--- config.mk ---
export PLATFORM = sky130hd
export DESIGN_NAME = matrix_ctrl_top
export DESIGN_NICKNAME = d
export VERILOG_FILES = /design/src/common/matcalc_pkg.sv /design/src/common/table_if.sv /design/src/hdl/btn_edge.sv /design/src/mmu/matrix_table.sv /design/src/ctrl/calc_sequencer.sv /design/src/hdl/matrix_ctrl_top.sv
export SDC_FILE = /design/constraint.sdc
export NUM_CORES = 1
export LEC_CHECK = 0
export ABC_AREA = 1
export BUFFER_PORTS_ARGS = -buffer_cell sky130_fd_sc_hd__clkbuf_2
export CAP_MARGIN = 0
export CORE_AREA = 2 2 155 157
export CTS_BUF_LIST = sky130_fd_sc_hd__clkbuf_4
export CTS_CLUSTER_DIAMETER = 100
export DETAILED_ROUTE_END_ITERATION = 8
export DIE_AREA = 0 0 157 159
export PLACE_DENSITY = 0.82
export SETUP_SLACK_MARGIN = 0.1
export SYNTH_ARGS = -nofsm -noshare
export SYNTH_HDL_FRONTEND = slang
export SYNTH_HIERARCHICAL = 1
export SYNTH_SLANG_ARGS = --single-unit
--- constraint.sdc ---
create_clock -name clk -period 14.9 [get_ports clk]
set_input_delay 0 -clock clk [delete_from_list [all_inputs] [get_ports clk]]
set_output_delay 0 -clock clk [all_outputs]
set_load 0.1 [all_outputs]
--- src/common/matcalc_pkg.sv ---
package matcalc_pkg;

    // ==================================================
    // widths and table sizes
    // ==================================================
    localparam int DIM_W      = 8;
    localparam int ADDR_W     = 8;
    localparam int LED_W      = 8;
    localparam int MAX_TYPES  = 4;
    localparam int TYPE_IDX_W = 2;
    localparam int MAX_COPIES = 2;
    // valid count per entry, 0..MAX_COPIES
    localparam int CNT_W      = 2;
    localparam int TYPES_W    = 3;
    localparam int TOTAL_W    = 4;

    // ==================================================
    // sequencer states and codes
    // ==================================================
    typedef enum logic [4:0] {
        IDLE,
        INPUT,
        CALC_SELECT_OP,
        CALC_GET_DIM,
        CALC_FILTER,
        CALC_GET_ID,
        CALC_EXECUTE,
        WAIT_DECISION,
        ERROR
    } state_t;

    // unlisted codes run as add
    typedef enum logic [2:0] {
        OP_TRANSPOSE = 3'b000,
        OP_ADD       = 3'b001,
        OP_MATMUL    = 3'b011
    } op_t;

    typedef enum logic [1:0] {
        TASK_STORE = 2'd0,
        TASK_DIMS  = 2'd1,
        TASK_ID    = 2'd2
    } task_t;

    // one pattern per state group
    localparam logic [LED_W-1:0] LED_IDLE  = 8'h01;
    localparam logic [LED_W-1:0] LED_INPUT = 8'h02;
    localparam logic [LED_W-1:0] LED_CALC  = 8'h08;
    localparam logic [LED_W-1:0] LED_WAIT  = 8'h80;
    localparam logic [LED_W-1:0] LED_ERROR = 8'hFF;

endpackage

--- src/common/table_if.sv ---
`timescale 1ns/1ns

interface table_if;
    import matcalc_pkg::*;

    // request side
    logic [DIM_W-1:0]      lookup_m;
    logic [DIM_W-1:0]      lookup_n;
    logic                  store_req;
    logic                  filter_req;
    logic [DIM_W-1:0]      id_val;

    // answer side, combinational in the table
    logic                  hit;
    logic [TYPE_IDX_W-1:0] hit_idx;
    logic [CNT_W-1:0]      hit_count;
    logic [ADDR_W-1:0]     next_addr;
    logic [ADDR_W-1:0]     id_addr;
    logic [TYPES_W-1:0]    types_count;
    logic [TOTAL_W-1:0]    total_count;

    modport seq (
        output lookup_m, lookup_n, store_req, filter_req, id_val,
        input  hit, hit_idx, hit_count, next_addr, id_addr,
        input  types_count, total_count
    );

    modport tbl (
        input  lookup_m, lookup_n, store_req, filter_req, id_val,
        output hit, hit_idx, hit_count, next_addr, id_addr,
        output types_count, total_count
    );

endinterface

--- src/hdl/btn_edge.sv ---
`timescale 1ns/1ns

module btn_edge (
    input  logic       clk,
    input  logic       rst_n,
    input  logic [2:0] i_btn,
    output logic       o_confirm,
    output logic       o_retry,
    output logic       o_menu
);

    logic [2:0] btn_s1;
    logic [2:0] btn_s2;
    logic [2:0] pulse_q;

    always_ff @(posedge clk or negedge rst_n) begin
        if (!rst_n) begin
            btn_s1  <= '0;
            btn_s2  <= '0;
            pulse_q <= '0;
        end else begin
            btn_s1  <= i_btn;
            btn_s2  <= btn_s1;
            // rising edge, registered
            pulse_q <= btn_s1 & ~btn_s2;
        end
    end

    assign o_confirm = pulse_q[0];
    assign o_retry   = pulse_q[1];
    assign o_menu    = pulse_q[2];

    a_pulse_single: assert property (@(posedge clk) disable iff (!rst_n)
        !(|(pulse_q & $past(pulse_q))));

endmodule

--- src/mmu/matrix_table.sv ---
`timescale 1ns/1ns

module matrix_table (
    input  logic clk,
    input  logic rst_n,
    table_if.tbl tb
);
    import matcalc_pkg::*;

    // entry payload
    logic [DIM_W-1:0]   ent_m     [MAX_TYPES];
    logic [DIM_W-1:0]   ent_n     [MAX_TYPES];
    logic [ADDR_W-1:0]  ent_start [MAX_TYPES];
    // entry control
    logic               ent_slot  [MAX_TYPES];
    logic [CNT_W-1:0]   ent_cnt   [MAX_TYPES];
    logic [TYPES_W-1:0] ent_used;
    logic [ADDR_W-1:0]  free_ptr;

    logic [ADDR_W-1:0]  mat_size;
    logic               new_ok;

    // ==================================================
    // search and address arithmetic
    // ==================================================
    assign mat_size = ADDR_W'(tb.lookup_m * tb.lookup_n);

    always_comb begin
        tb.hit     = 1'b0;
        tb.hit_idx = '0;
        for (int i = 0; i < MAX_TYPES; i++) begin
            if (i < ent_used && ent_m[i] == tb.lookup_m && ent_n[i] == tb.lookup_n
                && (!tb.filter_req || ent_cnt[i] != '0)) begin
                tb.hit     = 1'b1;
                tb.hit_idx = TYPE_IDX_W'(i);
            end
        end
    end

    assign tb.hit_count = tb.hit ? ent_cnt[tb.hit_idx] : '0;

    // stored shape alternates between its two slots
    assign tb.next_addr = tb.hit
        ? ent_start[tb.hit_idx] + (ent_slot[tb.hit_idx] ? mat_size : '0)
        : free_ptr;

    assign tb.id_addr = ent_start[tb.hit_idx]
        + ADDR_W'((tb.id_val - DIM_W'(1)) * mat_size);

    always_comb begin
        tb.total_count = '0;
        for (int i = 0; i < MAX_TYPES; i++) begin
            tb.total_count = tb.total_count + TOTAL_W'(ent_cnt[i]);
        end
    end

    assign tb.types_count = ent_used;

    // ==================================================
    // store rule
    // ==================================================
    assign new_ok = tb.store_req && !tb.hit && (ent_used < TYPES_W'(MAX_TYPES));

    always_ff @(posedge clk or negedge rst_n) begin
        if (!rst_n) begin
            ent_used <= '0;
            free_ptr <= '0;
            for (int i = 0; i < MAX_TYPES; i++) begin
                ent_slot[i] <= 1'b0;
                ent_cnt[i]  <= '0;
            end
        end else if (tb.store_req && tb.hit) begin
            ent_slot[tb.hit_idx] <= ~ent_slot[tb.hit_idx];
            if (ent_cnt[tb.hit_idx] < CNT_W'(MAX_COPIES)) begin
                ent_cnt[tb.hit_idx] <= ent_cnt[tb.hit_idx] + 1'b1;
            end
        end else if (new_ok) begin
            ent_slot[ent_used[TYPE_IDX_W-1:0]] <= 1'b1;
            ent_cnt[ent_used[TYPE_IDX_W-1:0]]  <= CNT_W'(1);
            // two slots reserved per shape
            free_ptr <= free_ptr + {mat_size[ADDR_W-2:0], 1'b0};
            ent_used <= ent_used + 1'b1;
        end
    end

    always_ff @(posedge clk) begin
        if (new_ok) begin
            ent_m[ent_used[TYPE_IDX_W-1:0]]     <= tb.lookup_m;
            ent_n[ent_used[TYPE_IDX_W-1:0]]     <= tb.lookup_n;
            ent_start[ent_used[TYPE_IDX_W-1:0]] <= free_ptr;
        end
    end

    for (genvar g = 0; g < MAX_TYPES; g++) begin : g_cnt_chk
        a_cnt_limit: assert property (@(posedge clk) disable iff (!rst_n)
            ent_cnt[g] <= CNT_W'(MAX_COPIES));
    end

    a_store_pulse: assert property (@(posedge clk) disable iff (!rst_n)
        tb.store_req |=> !tb.store_req);

endmodule

--- src/ctrl/calc_sequencer.sv ---
`timescale 1ns/1ns

module calc_sequencer (
    input  logic                              clk,
    input  logic                              rst_n,
    input  logic                              i_confirm,
    input  logic                              i_retry,
    input  logic                              i_menu,
    input  logic [7:0]                        i_sw,
    input  logic                              i_dims_valid,
    input  logic [matcalc_pkg::DIM_W-1:0]     i_dim_m,
    input  logic [matcalc_pkg::DIM_W-1:0]     i_dim_n,
    input  logic                              i_rx_done,
    input  logic                              i_timeout,
    input  logic                              i_id_valid,
    input  logic [matcalc_pkg::DIM_W-1:0]     i_id_val,
    input  logic                              i_calc_done,
    table_if.seq                              tb,
    output logic                              o_en_input,
    output matcalc_pkg::task_t                o_task_mode,
    output logic                              o_addr_ready,
    output logic [matcalc_pkg::ADDR_W-1:0]    o_base_addr,
    output logic                              o_start_calc,
    output matcalc_pkg::op_t                  o_op_code,
    output logic [matcalc_pkg::ADDR_W-1:0]    o_op1_addr,
    output logic [matcalc_pkg::ADDR_W-1:0]    o_op2_addr,
    output logic [matcalc_pkg::DIM_W-1:0]     o_op1_m,
    output logic [matcalc_pkg::DIM_W-1:0]     o_op1_n,
    output logic [matcalc_pkg::DIM_W-1:0]     o_op2_m,
    output logic [matcalc_pkg::DIM_W-1:0]     o_op2_n,
    output logic [matcalc_pkg::ADDR_W-1:0]    o_res_addr,
    output matcalc_pkg::state_t               o_state,
    output logic                              o_logic_error,
    output logic [matcalc_pkg::LED_W-1:0]     o_led
);
    import matcalc_pkg::*;

    state_t           state;
    state_t           next_state;
    state_t           r_mode;
    logic             r_stage;
    logic             dims_q;
    logic [DIM_W-1:0] r_dim_m;
    logic [DIM_W-1:0] r_dim_n;
    logic [DIM_W-1:0] res_m;
    logic [DIM_W-1:0] res_n;
    logic [LED_W-1:0] led_next;
    logic             input_wait;
    logic             id_ok;

    assign input_wait = (state == INPUT) || (state == CALC_GET_DIM) || (state == CALC_GET_ID);
    assign id_ok      = (i_id_val != '0) && (i_id_val <= DIM_W'(tb.hit_count));
    assign o_en_input = input_wait;
    assign o_state    = state;

    always_comb begin
        case (state)
            CALC_GET_DIM: o_task_mode = TASK_DIMS;
            CALC_GET_ID:  o_task_mode = TASK_ID;
            default:      o_task_mode = TASK_STORE;
        endcase
    end

    // result shape of the latched operation
    always_comb begin
        res_m = o_op1_m;
        res_n = o_op1_n;
        case (o_op_code)
            OP_TRANSPOSE: begin
                res_m = o_op1_n;
                res_n = o_op1_m;
            end
            OP_MATMUL: res_n = o_op2_n;
            default: ;
        endcase
    end

    // ==================================================
    // table requests
    // ==================================================
    always_comb begin
        tb.lookup_m = r_dim_m;
        tb.lookup_n = r_dim_n;
        if (state == INPUT) begin
            tb.lookup_m = i_dim_m;
            tb.lookup_n = i_dim_n;
        end else if (state == CALC_EXECUTE) begin
            tb.lookup_m = res_m;
            tb.lookup_n = res_n;
        end
    end

    assign tb.filter_req = (state == CALC_FILTER) || (state == CALC_GET_ID);
    assign tb.id_val     = i_id_val;
    assign tb.store_req  = !i_menu
        && (((state == INPUT) && i_dims_valid && !dims_q)
            || ((state == CALC_EXECUTE) && i_calc_done));

    // ==================================================
    // next state
    // ==================================================
    always_comb begin
        next_state = state;
        if (i_menu) begin
            next_state = IDLE;
        end else if (input_wait && i_timeout) begin
            next_state = ERROR;
        end else begin
            case (state)
                IDLE: begin
                    // sw 11 is not a mode
                    if (i_confirm && !(i_sw[1] && i_sw[0]))
                        next_state = i_sw[1] ? CALC_SELECT_OP : INPUT;
                end
                INPUT:          if (i_rx_done) next_state = WAIT_DECISION;
                CALC_SELECT_OP: if (i_confirm) next_state = CALC_GET_DIM;
                CALC_GET_DIM:   if (i_dims_valid) next_state = CALC_FILTER;
                CALC_FILTER:    next_state = tb.hit ? CALC_GET_ID : CALC_GET_DIM;
                CALC_GET_ID: begin
                    if (i_id_valid && id_ok) begin
                        if (!r_stage && o_op_code != OP_TRANSPOSE)
                            next_state = CALC_GET_DIM;
                        else
                            next_state = CALC_EXECUTE;
                    end
                end
                CALC_EXECUTE:   if (i_calc_done) next_state = WAIT_DECISION;
                WAIT_DECISION: begin
                    if (i_confirm)
                        next_state = IDLE;
                    else if (i_retry)
                        next_state = r_mode;
                end
                ERROR:          if (i_confirm) next_state = IDLE;
                default:        next_state = IDLE;
            endcase
        end
    end

    always_comb begin
        case (next_state)
            IDLE:          led_next = LED_IDLE;
            INPUT:         led_next = LED_INPUT;
            WAIT_DECISION: led_next = LED_WAIT;
            ERROR:         led_next = LED_ERROR;
            default:       led_next = LED_CALC;
        endcase
    end

    // ==================================================
    // control registers
    // ==================================================
    always_ff @(posedge clk or negedge rst_n) begin
        if (!rst_n) begin
            state         <= IDLE;
            r_mode        <= IDLE;
            r_stage       <= 1'b0;
            dims_q        <= 1'b0;
            o_addr_ready  <= 1'b0;
            o_start_calc  <= 1'b0;
            o_logic_error <= 1'b0;
            o_led         <= '0;
        end else begin
            state        <= next_state;
            dims_q       <= i_dims_valid;
            o_led        <= led_next;
            o_addr_ready <= (state == INPUT) && i_dims_valid;
            o_start_calc <= (state == CALC_EXECUTE) && !i_calc_done && !i_menu;
            case (state)
                IDLE: begin
                    o_logic_error <= 1'b0;
                    if (next_state != IDLE)
                        r_mode <= next_state;
                end
                CALC_SELECT_OP: begin
                    r_stage       <= 1'b0;
                    o_logic_error <= 1'b0;
                end
                CALC_GET_DIM: if (i_dims_valid) o_logic_error <= 1'b0;
                CALC_FILTER:  o_logic_error <= !tb.hit;
                CALC_GET_ID: begin
                    if (i_id_valid) begin
                        o_logic_error <= !id_ok;
                        if (id_ok)
                            r_stage <= 1'b1;
                    end
                end
                default: ;
            endcase
        end
    end

    // ==================================================
    // operand context
    // ==================================================
    always_ff @(posedge clk) begin
        if (state == INPUT && i_dims_valid && !dims_q)
            o_base_addr <= tb.next_addr;
        if (state == CALC_GET_DIM && i_dims_valid) begin
            r_dim_m <= i_dim_m;
            r_dim_n <= i_dim_n;
        end
        if (state == CALC_SELECT_OP && i_confirm) begin
            case (i_sw[7:5])
                OP_TRANSPOSE: o_op_code <= OP_TRANSPOSE;
                OP_MATMUL:    o_op_code <= OP_MATMUL;
                default:      o_op_code <= OP_ADD;
            endcase
        end
        if (state == CALC_GET_ID && i_id_valid && id_ok) begin
            if (!r_stage) begin
                o_op1_addr <= tb.id_addr;
                o_op1_m    <= r_dim_m;
                o_op1_n    <= r_dim_n;
            end else begin
                o_op2_addr <= tb.id_addr;
                o_op2_m    <= r_dim_m;
                o_op2_n    <= r_dim_n;
            end
        end
        // table is idle during execute, so this holds
        if (state == CALC_EXECUTE)
            o_res_addr <= tb.next_addr;
    end

    a_start_in_exec: assert property (@(posedge clk) disable iff (!rst_n)
        o_start_calc |-> state == CALC_EXECUTE);

endmodule

--- src/hdl/matrix_ctrl_top.sv ---
`timescale 1ns/1ns

module matrix_ctrl_top (
    input  logic                              clk,
    input  logic                              rst_n,
    input  logic [2:0]                        i_btn,
    input  logic [7:0]                        i_sw,
    input  logic                              i_dims_valid,
    input  logic [matcalc_pkg::DIM_W-1:0]     i_dim_m,
    input  logic [matcalc_pkg::DIM_W-1:0]     i_dim_n,
    input  logic                              i_rx_done,
    input  logic                              i_timeout,
    input  logic                              i_id_valid,
    input  logic [matcalc_pkg::DIM_W-1:0]     i_id_val,
    input  logic                              i_calc_done,
    output logic                              o_en_input,
    output matcalc_pkg::task_t                o_task_mode,
    output logic                              o_addr_ready,
    output logic [matcalc_pkg::ADDR_W-1:0]    o_base_addr,
    output logic                              o_start_calc,
    output matcalc_pkg::op_t                  o_op_code,
    output logic [matcalc_pkg::ADDR_W-1:0]    o_op1_addr,
    output logic [matcalc_pkg::ADDR_W-1:0]    o_op2_addr,
    output logic [matcalc_pkg::DIM_W-1:0]     o_op1_m,
    output logic [matcalc_pkg::DIM_W-1:0]     o_op1_n,
    output logic [matcalc_pkg::DIM_W-1:0]     o_op2_m,
    output logic [matcalc_pkg::DIM_W-1:0]     o_op2_n,
    output logic [matcalc_pkg::ADDR_W-1:0]    o_res_addr,
    output matcalc_pkg::state_t               o_state,
    output logic                              o_logic_error,
    output logic [matcalc_pkg::LED_W-1:0]     o_led,
    output logic [matcalc_pkg::TOTAL_W-1:0]   o_total_count,
    output logic [matcalc_pkg::TYPES_W-1:0]   o_types_count
);

    logic confirm;
    logic retry;
    logic menu;

    table_if tbl_bus ();

    btn_edge u_btn (
        .clk       (clk),
        .rst_n     (rst_n),
        .i_btn     (i_btn),
        .o_confirm (confirm),
        .o_retry   (retry),
        .o_menu    (menu)
    );

    calc_sequencer u_seq (
        .clk           (clk),
        .rst_n         (rst_n),
        .i_confirm     (confirm),
        .i_retry       (retry),
        .i_menu        (menu),
        .i_sw          (i_sw),
        .i_dims_valid  (i_dims_valid),
        .i_dim_m       (i_dim_m),
        .i_dim_n       (i_dim_n),
        .i_rx_done     (i_rx_done),
        .i_timeout     (i_timeout),
        .i_id_valid    (i_id_valid),
        .i_id_val      (i_id_val),
        .i_calc_done   (i_calc_done),
        .tb            (tbl_bus.seq),
        .o_en_input    (o_en_input),
        .o_task_mode   (o_task_mode),
        .o_addr_ready  (o_addr_ready),
        .o_base_addr   (o_base_addr),
        .o_start_calc  (o_start_calc),
        .o_op_code     (o_op_code),
        .o_op1_addr    (o_op1_addr),
        .o_op2_addr    (o_op2_addr),
        .o_op1_m       (o_op1_m),
        .o_op1_n       (o_op1_n),
        .o_op2_m       (o_op2_m),
        .o_op2_n       (o_op2_n),
        .o_res_addr    (o_res_addr),
        .o_state       (o_state),
        .o_logic_error (o_logic_error),
        .o_led         (o_led)
    );

    matrix_table u_tbl (
        .clk   (clk),
        .rst_n (rst_n),
        .tb    (tbl_bus.tbl)
    );

    // table occupancy for the board
    assign o_total_count = tbl_bus.total_count;
    assign o_types_count = tbl_bus.types_count;

endmodule

==> impl_results.md, run 1 <==
* Largest net degree at the start of global routing at 52
* Mapped cell area at 0.0138 sq mm
* Clock Sinks at 225
* Initial Util at 59.5%
* Clk root buf: clkbuf_4
* Sequential cell area at 0.00650 sq mm
* Post-CTS setup buffers at 0
* Worst setup path category: flop to flop
* CTS tree: done
* Critical Path AT at 9.04 ns
* Min Tclk post-route at 8.61 ns
* Worst-case clock buffer depth at 3
* GRT Overall Usage at 28.6%
* Crit end category: flop
* CTS Buf Count at 56
* Post-synthesis instance total at 1609
* Worst r2r src: u_seq/o_state[2]
* Share of layout cells above drive strength 1 at 17.5%
* Routability cong. at 0.931
* Fillers at 1831
* Clk Latency, worst-skew pair at 0.68 ns
* Final #Nets at 1948
* Top Ports at 135
* Commonest non-fill, non-tap cell in the layout: nand2_1
* Final setup fails at 0
* CP max stage cell: clkinv_1
* Fin crit share at 57.8%
* Critical Path Start: u_seq/o_state[2]
* Inst Count DP at 2034
* # hold bufs at CTS at 45
* Initial antenna violation count at 1
* Worst Tran Pin Value at 1.02 ns
* DIE AREA at 0.0250 sq mm
* PD cells at 213 mW/mm^2
* Setup TNS at 0 ns
* DIE HEIGHT at 159 um
* Vias at 11600
* HP Class: primary input to flop
* Vias/cell at 5.32
* H-tree levels at 2
* Vias in the first global route at 11700
* Cell repeated most along the worst path: nand2_1
* DRT iter0 DRCs at 876
* Critical path fanouts, max at 18
* Syn Nets at 1739
* Total congestion overflow at 0
* Final wirelength at 35200 um
* DIE WIDTH at 157 um
* First-pass GRT wire length at 56800 um
* Worst-path clk slew at 0.07 ns
* VDD IR max at 235 uV
* Status: complete, no violations
* Max-slew violations at 0
* Non-filler cells, final at 2179
* Slowest stage delay, CP at 0.56 ns
* Hold path depth at 3
* FMAX at 116 MHz
* DR WL/cell at 16.2 um
* RSZ-0062 raised after global routing: no
* Leak at 8.04 nW
* Post-DRT Antenna Nets at 0
* Avg Inst Size Synth at 8.58 sq um
* Core area at 0.0232 sq mm
* DRC viols at 0
* Worst endpoint required time at 15.33 ns
* Hold wc startpoint: i_calc_done
* Final Hold Viols at 0
* R2R depth at 36
* Final Power at 3.39 mW
* I/O Buffers at 130
* Worst Skew at 0.0350 ns
* Startpoint types: flop
* Synth warnings at 6
* DP Wirelength at 25200 um
* Pre-Repair DR Iteration Count at 5
* Num rows at 56
* Post-CTS Resized at 0
* Area growth, synth to finish at 15.2%
* Max cap viols at 0
* Area of the multi-input gates at 0.00599 sq mm
* Slew margin rel. at 31.7%
* Most frequent cells in the layout: nand2_1 (466), inv_1 (248), edfxtp_1 (174)
## stage by stage
step / util (%) / setup slack, ns / hold WS [ns] / area (sq um)
6_report: 68.6 / 6.29 / 0.0680 / 15900
5_1_grt: 68.6 / 5.81 / 0.0452 / 15900
4_1_cts: 68.6 / 6.40 / 0.00143 / 15900
3_5_place_dp: 63.4 / 6.44 / 0.111 / 14700
3_3_place_gp: 63.4 / 6.50 / 0.109 / 14700
2_1_floorplan: - / 6.59 / -0.296 / 13800
## registers in the layout, indices dropped and copies added (netlist names), 4 cells and up
signal	flops
u_seq/o_op2_addr	8
u_tbl/ent_n	32
u_seq/o_op2_n	8
u_tbl/ent_slot	4
u_tbl/free_ptr	7
u_seq/o_op2_m	8
u_tbl/ent_cnt	8
u_seq/o_led	5
u_tbl/ent_start	28
u_seq/o_state	5
u_seq/r_dim_n	8
u_seq/o_op1_addr	8
u_seq/r_dim_m	8
u_tbl/ent_m	32
u_seq/o_op1_n	8
u_seq/o_op1_m	8
u_seq/r_mode	5
u_seq/o_res_addr	8
u_seq/o_base_addr	8
## cell type report
type	count	area share, %
diodes	2	0.0315
repair buffers	192	7.72
clock buffers	77	3.63
well taps	319	2.51
flip-flops and latches	225	40.9
inverters	278	6.61
multi-input cells	1065	37.6
clock inverters	21	1.01
## power breakdown
part           internal, mW  total (mW)  switching [mW]
Clock                 0.290       0.536           0.246
Combinational         0.724        2.06            1.33
Sequential            0.784       0.799          0.0153
Total                  1.80        3.39            1.60
## metal layers
metal  GRT usage (%)  vias to the layer above  routed length, um
li1                -                     5551                  -
met1            37.0                     5424              14200
met2            48.2                      546              17100
met3            5.63                       75               2990
met4            9.84                        0                937
met5               0                        -                  0
## worst max-delay path: cells and delay by family (launching register included)
family,cells,cell delay [ns]
AOI/OAI and AO/OA,2,0.43
xor gates and xnor gates,1,0.19
adders and majority gates,10,4.38
buffers and inverters,10,1.33
DFF,1,0.51
and+or+nand+nor,13,1.49
## worst paths after layout
kind | slack (ns) | end
setup / recovery | 6.29 | u_seq/o_op1_addr[7]
hold / removal | 0.07 | u_seq/o_start_calc
setup reg to reg | 6.29 | u_seq/o_op1_addr[7]
hold reg to reg | 0.38 | u_btn/btn_s2[0]
max in group asynchronous | 13.86 | u_tbl/free_ptr[2]
min in group asynchronous | 0.54 | u_seq/o_led[1]
Power figures use the tool's default switching activity.
==> run 2: changes to the inputs <==
--- a/config.mk
+++ b/config.mk
@@ -8,12 +8,12 @@
 export ABC_AREA = 1
 export BUFFER_PORTS_ARGS = -buffer_cell sky130_fd_sc_hd__clkbuf_2
 export CAP_MARGIN = 0
-export CORE_AREA = 2 2 155 157
+export CORE_AREA = 2 2 161 163
 export CTS_BUF_LIST = sky130_fd_sc_hd__clkbuf_4
 export CTS_CLUSTER_DIAMETER = 100
 export DETAILED_ROUTE_END_ITERATION = 8
-export DIE_AREA = 0 0 157 159
-export PLACE_DENSITY = 0.82
+export DIE_AREA = 0 0 163 165
+export PLACE_DENSITY = 0.8
 export SETUP_SLACK_MARGIN = 0.1
 export SYNTH_ARGS = -nofsm -noshare
 export SYNTH_HDL_FRONTEND = slang
==> constraint.sdc (replaced) <==
create_clock -name clk -period 7.4 [get_ports clk]
set_input_delay 0 -clock clk [delete_from_list [all_inputs] [get_ports clk]]
set_output_delay 0 -clock clk [all_outputs]
set_load 0.1 [all_outputs]
==> impl_results.md, run 2 (synthesis results as in run 1) <==
* DIE WIDTH at 163 um (+3.8%)
* GRT Overall Usage at 28.4% (-0.23 points)
* Final Power at 7.84 mW (+130%)
* Top Ports at 135 (unchanged)
* Routability cong. at 0.922 (-0.98%)
* Worst-case clock buffer depth at 3 (unchanged)
* CP max stage cell: fa_2
* Startpoint types: flop
* Vias in the first global route at 11700 (-0.15%)
* Vias at 12100 (+4.2%)
* Clock Sinks at 225 (unchanged)
* Final wirelength at 38800 um (+10%)
* HP Class: primary input to flop
* Leak at 8.40 nW (+4.5%)
* DP Wirelength at 26300 um (+4.3%)
* Initial Util at 55.2% (-4.4 points)
* Critical path's top delay family: adder cells
* Share of layout cells above drive strength 1 at 23.6% (+6.1 points)
* VDD IR max at 595 uV (+150%)
* Slew margin rel. at 34.8% (+3.0 points)
* Final core occ at 67.2% (-1.4 points)
* FMAX at 139 MHz (+20%)
* Critical Path AT at 7.64 ns (-1.40 ns)
* Most frequent cells in the layout: nand2_1 (456), inv_1 (237), edfxtp_1 (174)
* Min Tclk post-route at 7.19 ns (-1.42 ns)
* Setup TNS at 0 ns (unchanged)
* Worst Tran Pin Value at 0.978 ns (-0.0456 ns)
* Final setup fails at 0 (unchanged)
* Area growth, synth to finish at 21.8%
* Max-slew violations at 0 (unchanged)
* Commonest non-fill, non-tap cell in the layout: nand2_1
* Worst-path clk slew at 0.07 ns (about the same)
* Critical path fanouts, max at 7 (-11)
* DR WL/cell at 17.1 um (+5.8%)
* Worst Skew at 0.0615 ns (+0.0265 ns)
* DRT iter0 DRCs at 1048 (+20%)
* DRC viols at 0 (unchanged)
* First-pass GRT wire length at 59300 um (+4.4%)
* CP bufs+invs at 11 (+1)
* Worst endpoint required time at 7.85 ns (-7.48 ns)
* Largest net degree at the start of global routing at 52 (unchanged)
* Status: complete, no violations
* Final Hold Viols at 0 (unchanged)
* Total congestion overflow at 0 (unchanged)
* PD cells at 466 mW/mm^2 (+120%)
* DIE HEIGHT at 165 um (+3.8%)
* Num rows at 58 (+3.6%)
* Post-DRT Antenna Nets at 0 (unchanged)
* Crit end category: flop
* Pre-Repair DR Iteration Count at 5 (unchanged)
* Final #Nets at 2016 (+3.5%)
* CTS tree: done
* CTS Buf Count at 58 (+3.6%)
* Clk Latency, worst-skew pair at 0.73 ns (+0.05 ns)
* RSZ-0062 raised after global routing: yes
* Max cap viols at 0 (unchanged)
* Fin crit share at 97.2% (+39 points)
* Worst setup path category: flop to flop
* H-tree levels at 2 (unchanged)
* Initial antenna violation count at 1 (unchanged)
* Core area at 0.0250 sq mm (+8.0%)
* Clk root buf: clkbuf_4
* Vias/cell at 5.33 (+0.21%)
* I/O Buffers at 130 (unchanged)
* Slowest stage delay, CP at 0.61 ns (+0.05 ns)
* DIE AREA at 0.0269 sq mm (+7.7%)
-- run 2: changes by cell type in the layout (fill, tap and decap cells not counted), moves of 10 or more --
| cell | before | now |
|---|---|---|
| dlygate4sd3_1 | 45 | 57 |
| ha_1 | 52 | 42 |
| buf_4 | 17 | 64 |
| a21oi_1 | 47 | 36 |
| a21oi_2 | 0 | 10 |
| inv_1 | 248 | 237 |
| nand2_1 | 466 | 456 |
-- run 2: path summary, 6_finish.rpt --
| check | cells past startpoint | endpoint | slack (ns) | start |
|---|---|---|---|---|
| setup / recovery | 37 | u_seq/o_op2_addr[7] | 0.21 | u_seq/o_op_code[0] |
| hold / removal | 2 | u_seq/r_dim_n[6] | 0.05 | i_dim_n[6] |
| setup reg to reg | 37 | u_seq/o_op2_addr[7] | 0.21 | u_seq/o_op_code[0] |
| hold reg to reg | 0 | u_btn/btn_s2[2] | 0.39 | u_btn/btn_s1[2] |
| max in group asynchronous | 4 | u_seq/o_state[1] | 6.37 | rst_n |
| min in group asynchronous | 4 | u_seq/o_addr_ready | 0.49 | rst_n |
-- run 2: layout make-up --
| class | count | area [sq um] |
|---|---|---|
| timing repair buffer | 258 | 1770 |
| tap | 330 | 413 |
| fill | 1917 | 8210 |
| clock buffer | 85 | 638 |
| multi-input combinational | 1065 | 6250 |
| clock inverter | 24 | 186 |
| inverter | 278 | 1060 |
| sequential | 225 | 6510 |
| antenna | 1 | 2.50 |
-- run 2: metal layers --
| metal | wire length, um | up-vias | share of wire, % | track usage [%] |
|---|---|---|---|---|
| met3 | 3530 | 111 | 9.1 | 5.70 |
| li1 | - | 5712 | - | - |
| met2 | 18600 | 637 | 48 | 48.0 |
| met4 | 1340 | 0 | 3.5 | 10.9 |
| met5 | 0 | - | 0 | 0 |
| met1 | 15300 | 5624 | 40 | 36.1 |
-- run 2: power by group --
group          internal [mW]  switching (mW)
registers               1.58          0.0328
logic                   2.04            3.00
clock network          0.637           0.556
total                   4.25            3.59
-- run 2: what timing repair did --
item | CTS | global route
resized for setup | 0 | 39
setup endpoints to repair | 0 | 2
hold buffers | 57 | 0
endpoints found under the hold margin | 155 | 0
buffers inserted | 0 | 38
-- run 2: per-stage QoR --
stage / instance area, sq um / setup WS [ns] / hold slack, ns / cells
final: 16800 / 0.206 / 0.0502 / 2266
after global routing: 16800 / -0.0416 / 0.0137 / 2266
after CTS: 16400 / 0.106 / 0.000483 / 2227
after detailed placement: 15000 / 0.133 / 0.110 / 2061
after global placement: 15000 / 0.214 / 0.108 / 2061
after floorplan: 14000 / -0.0143 / -0.296 / 1609
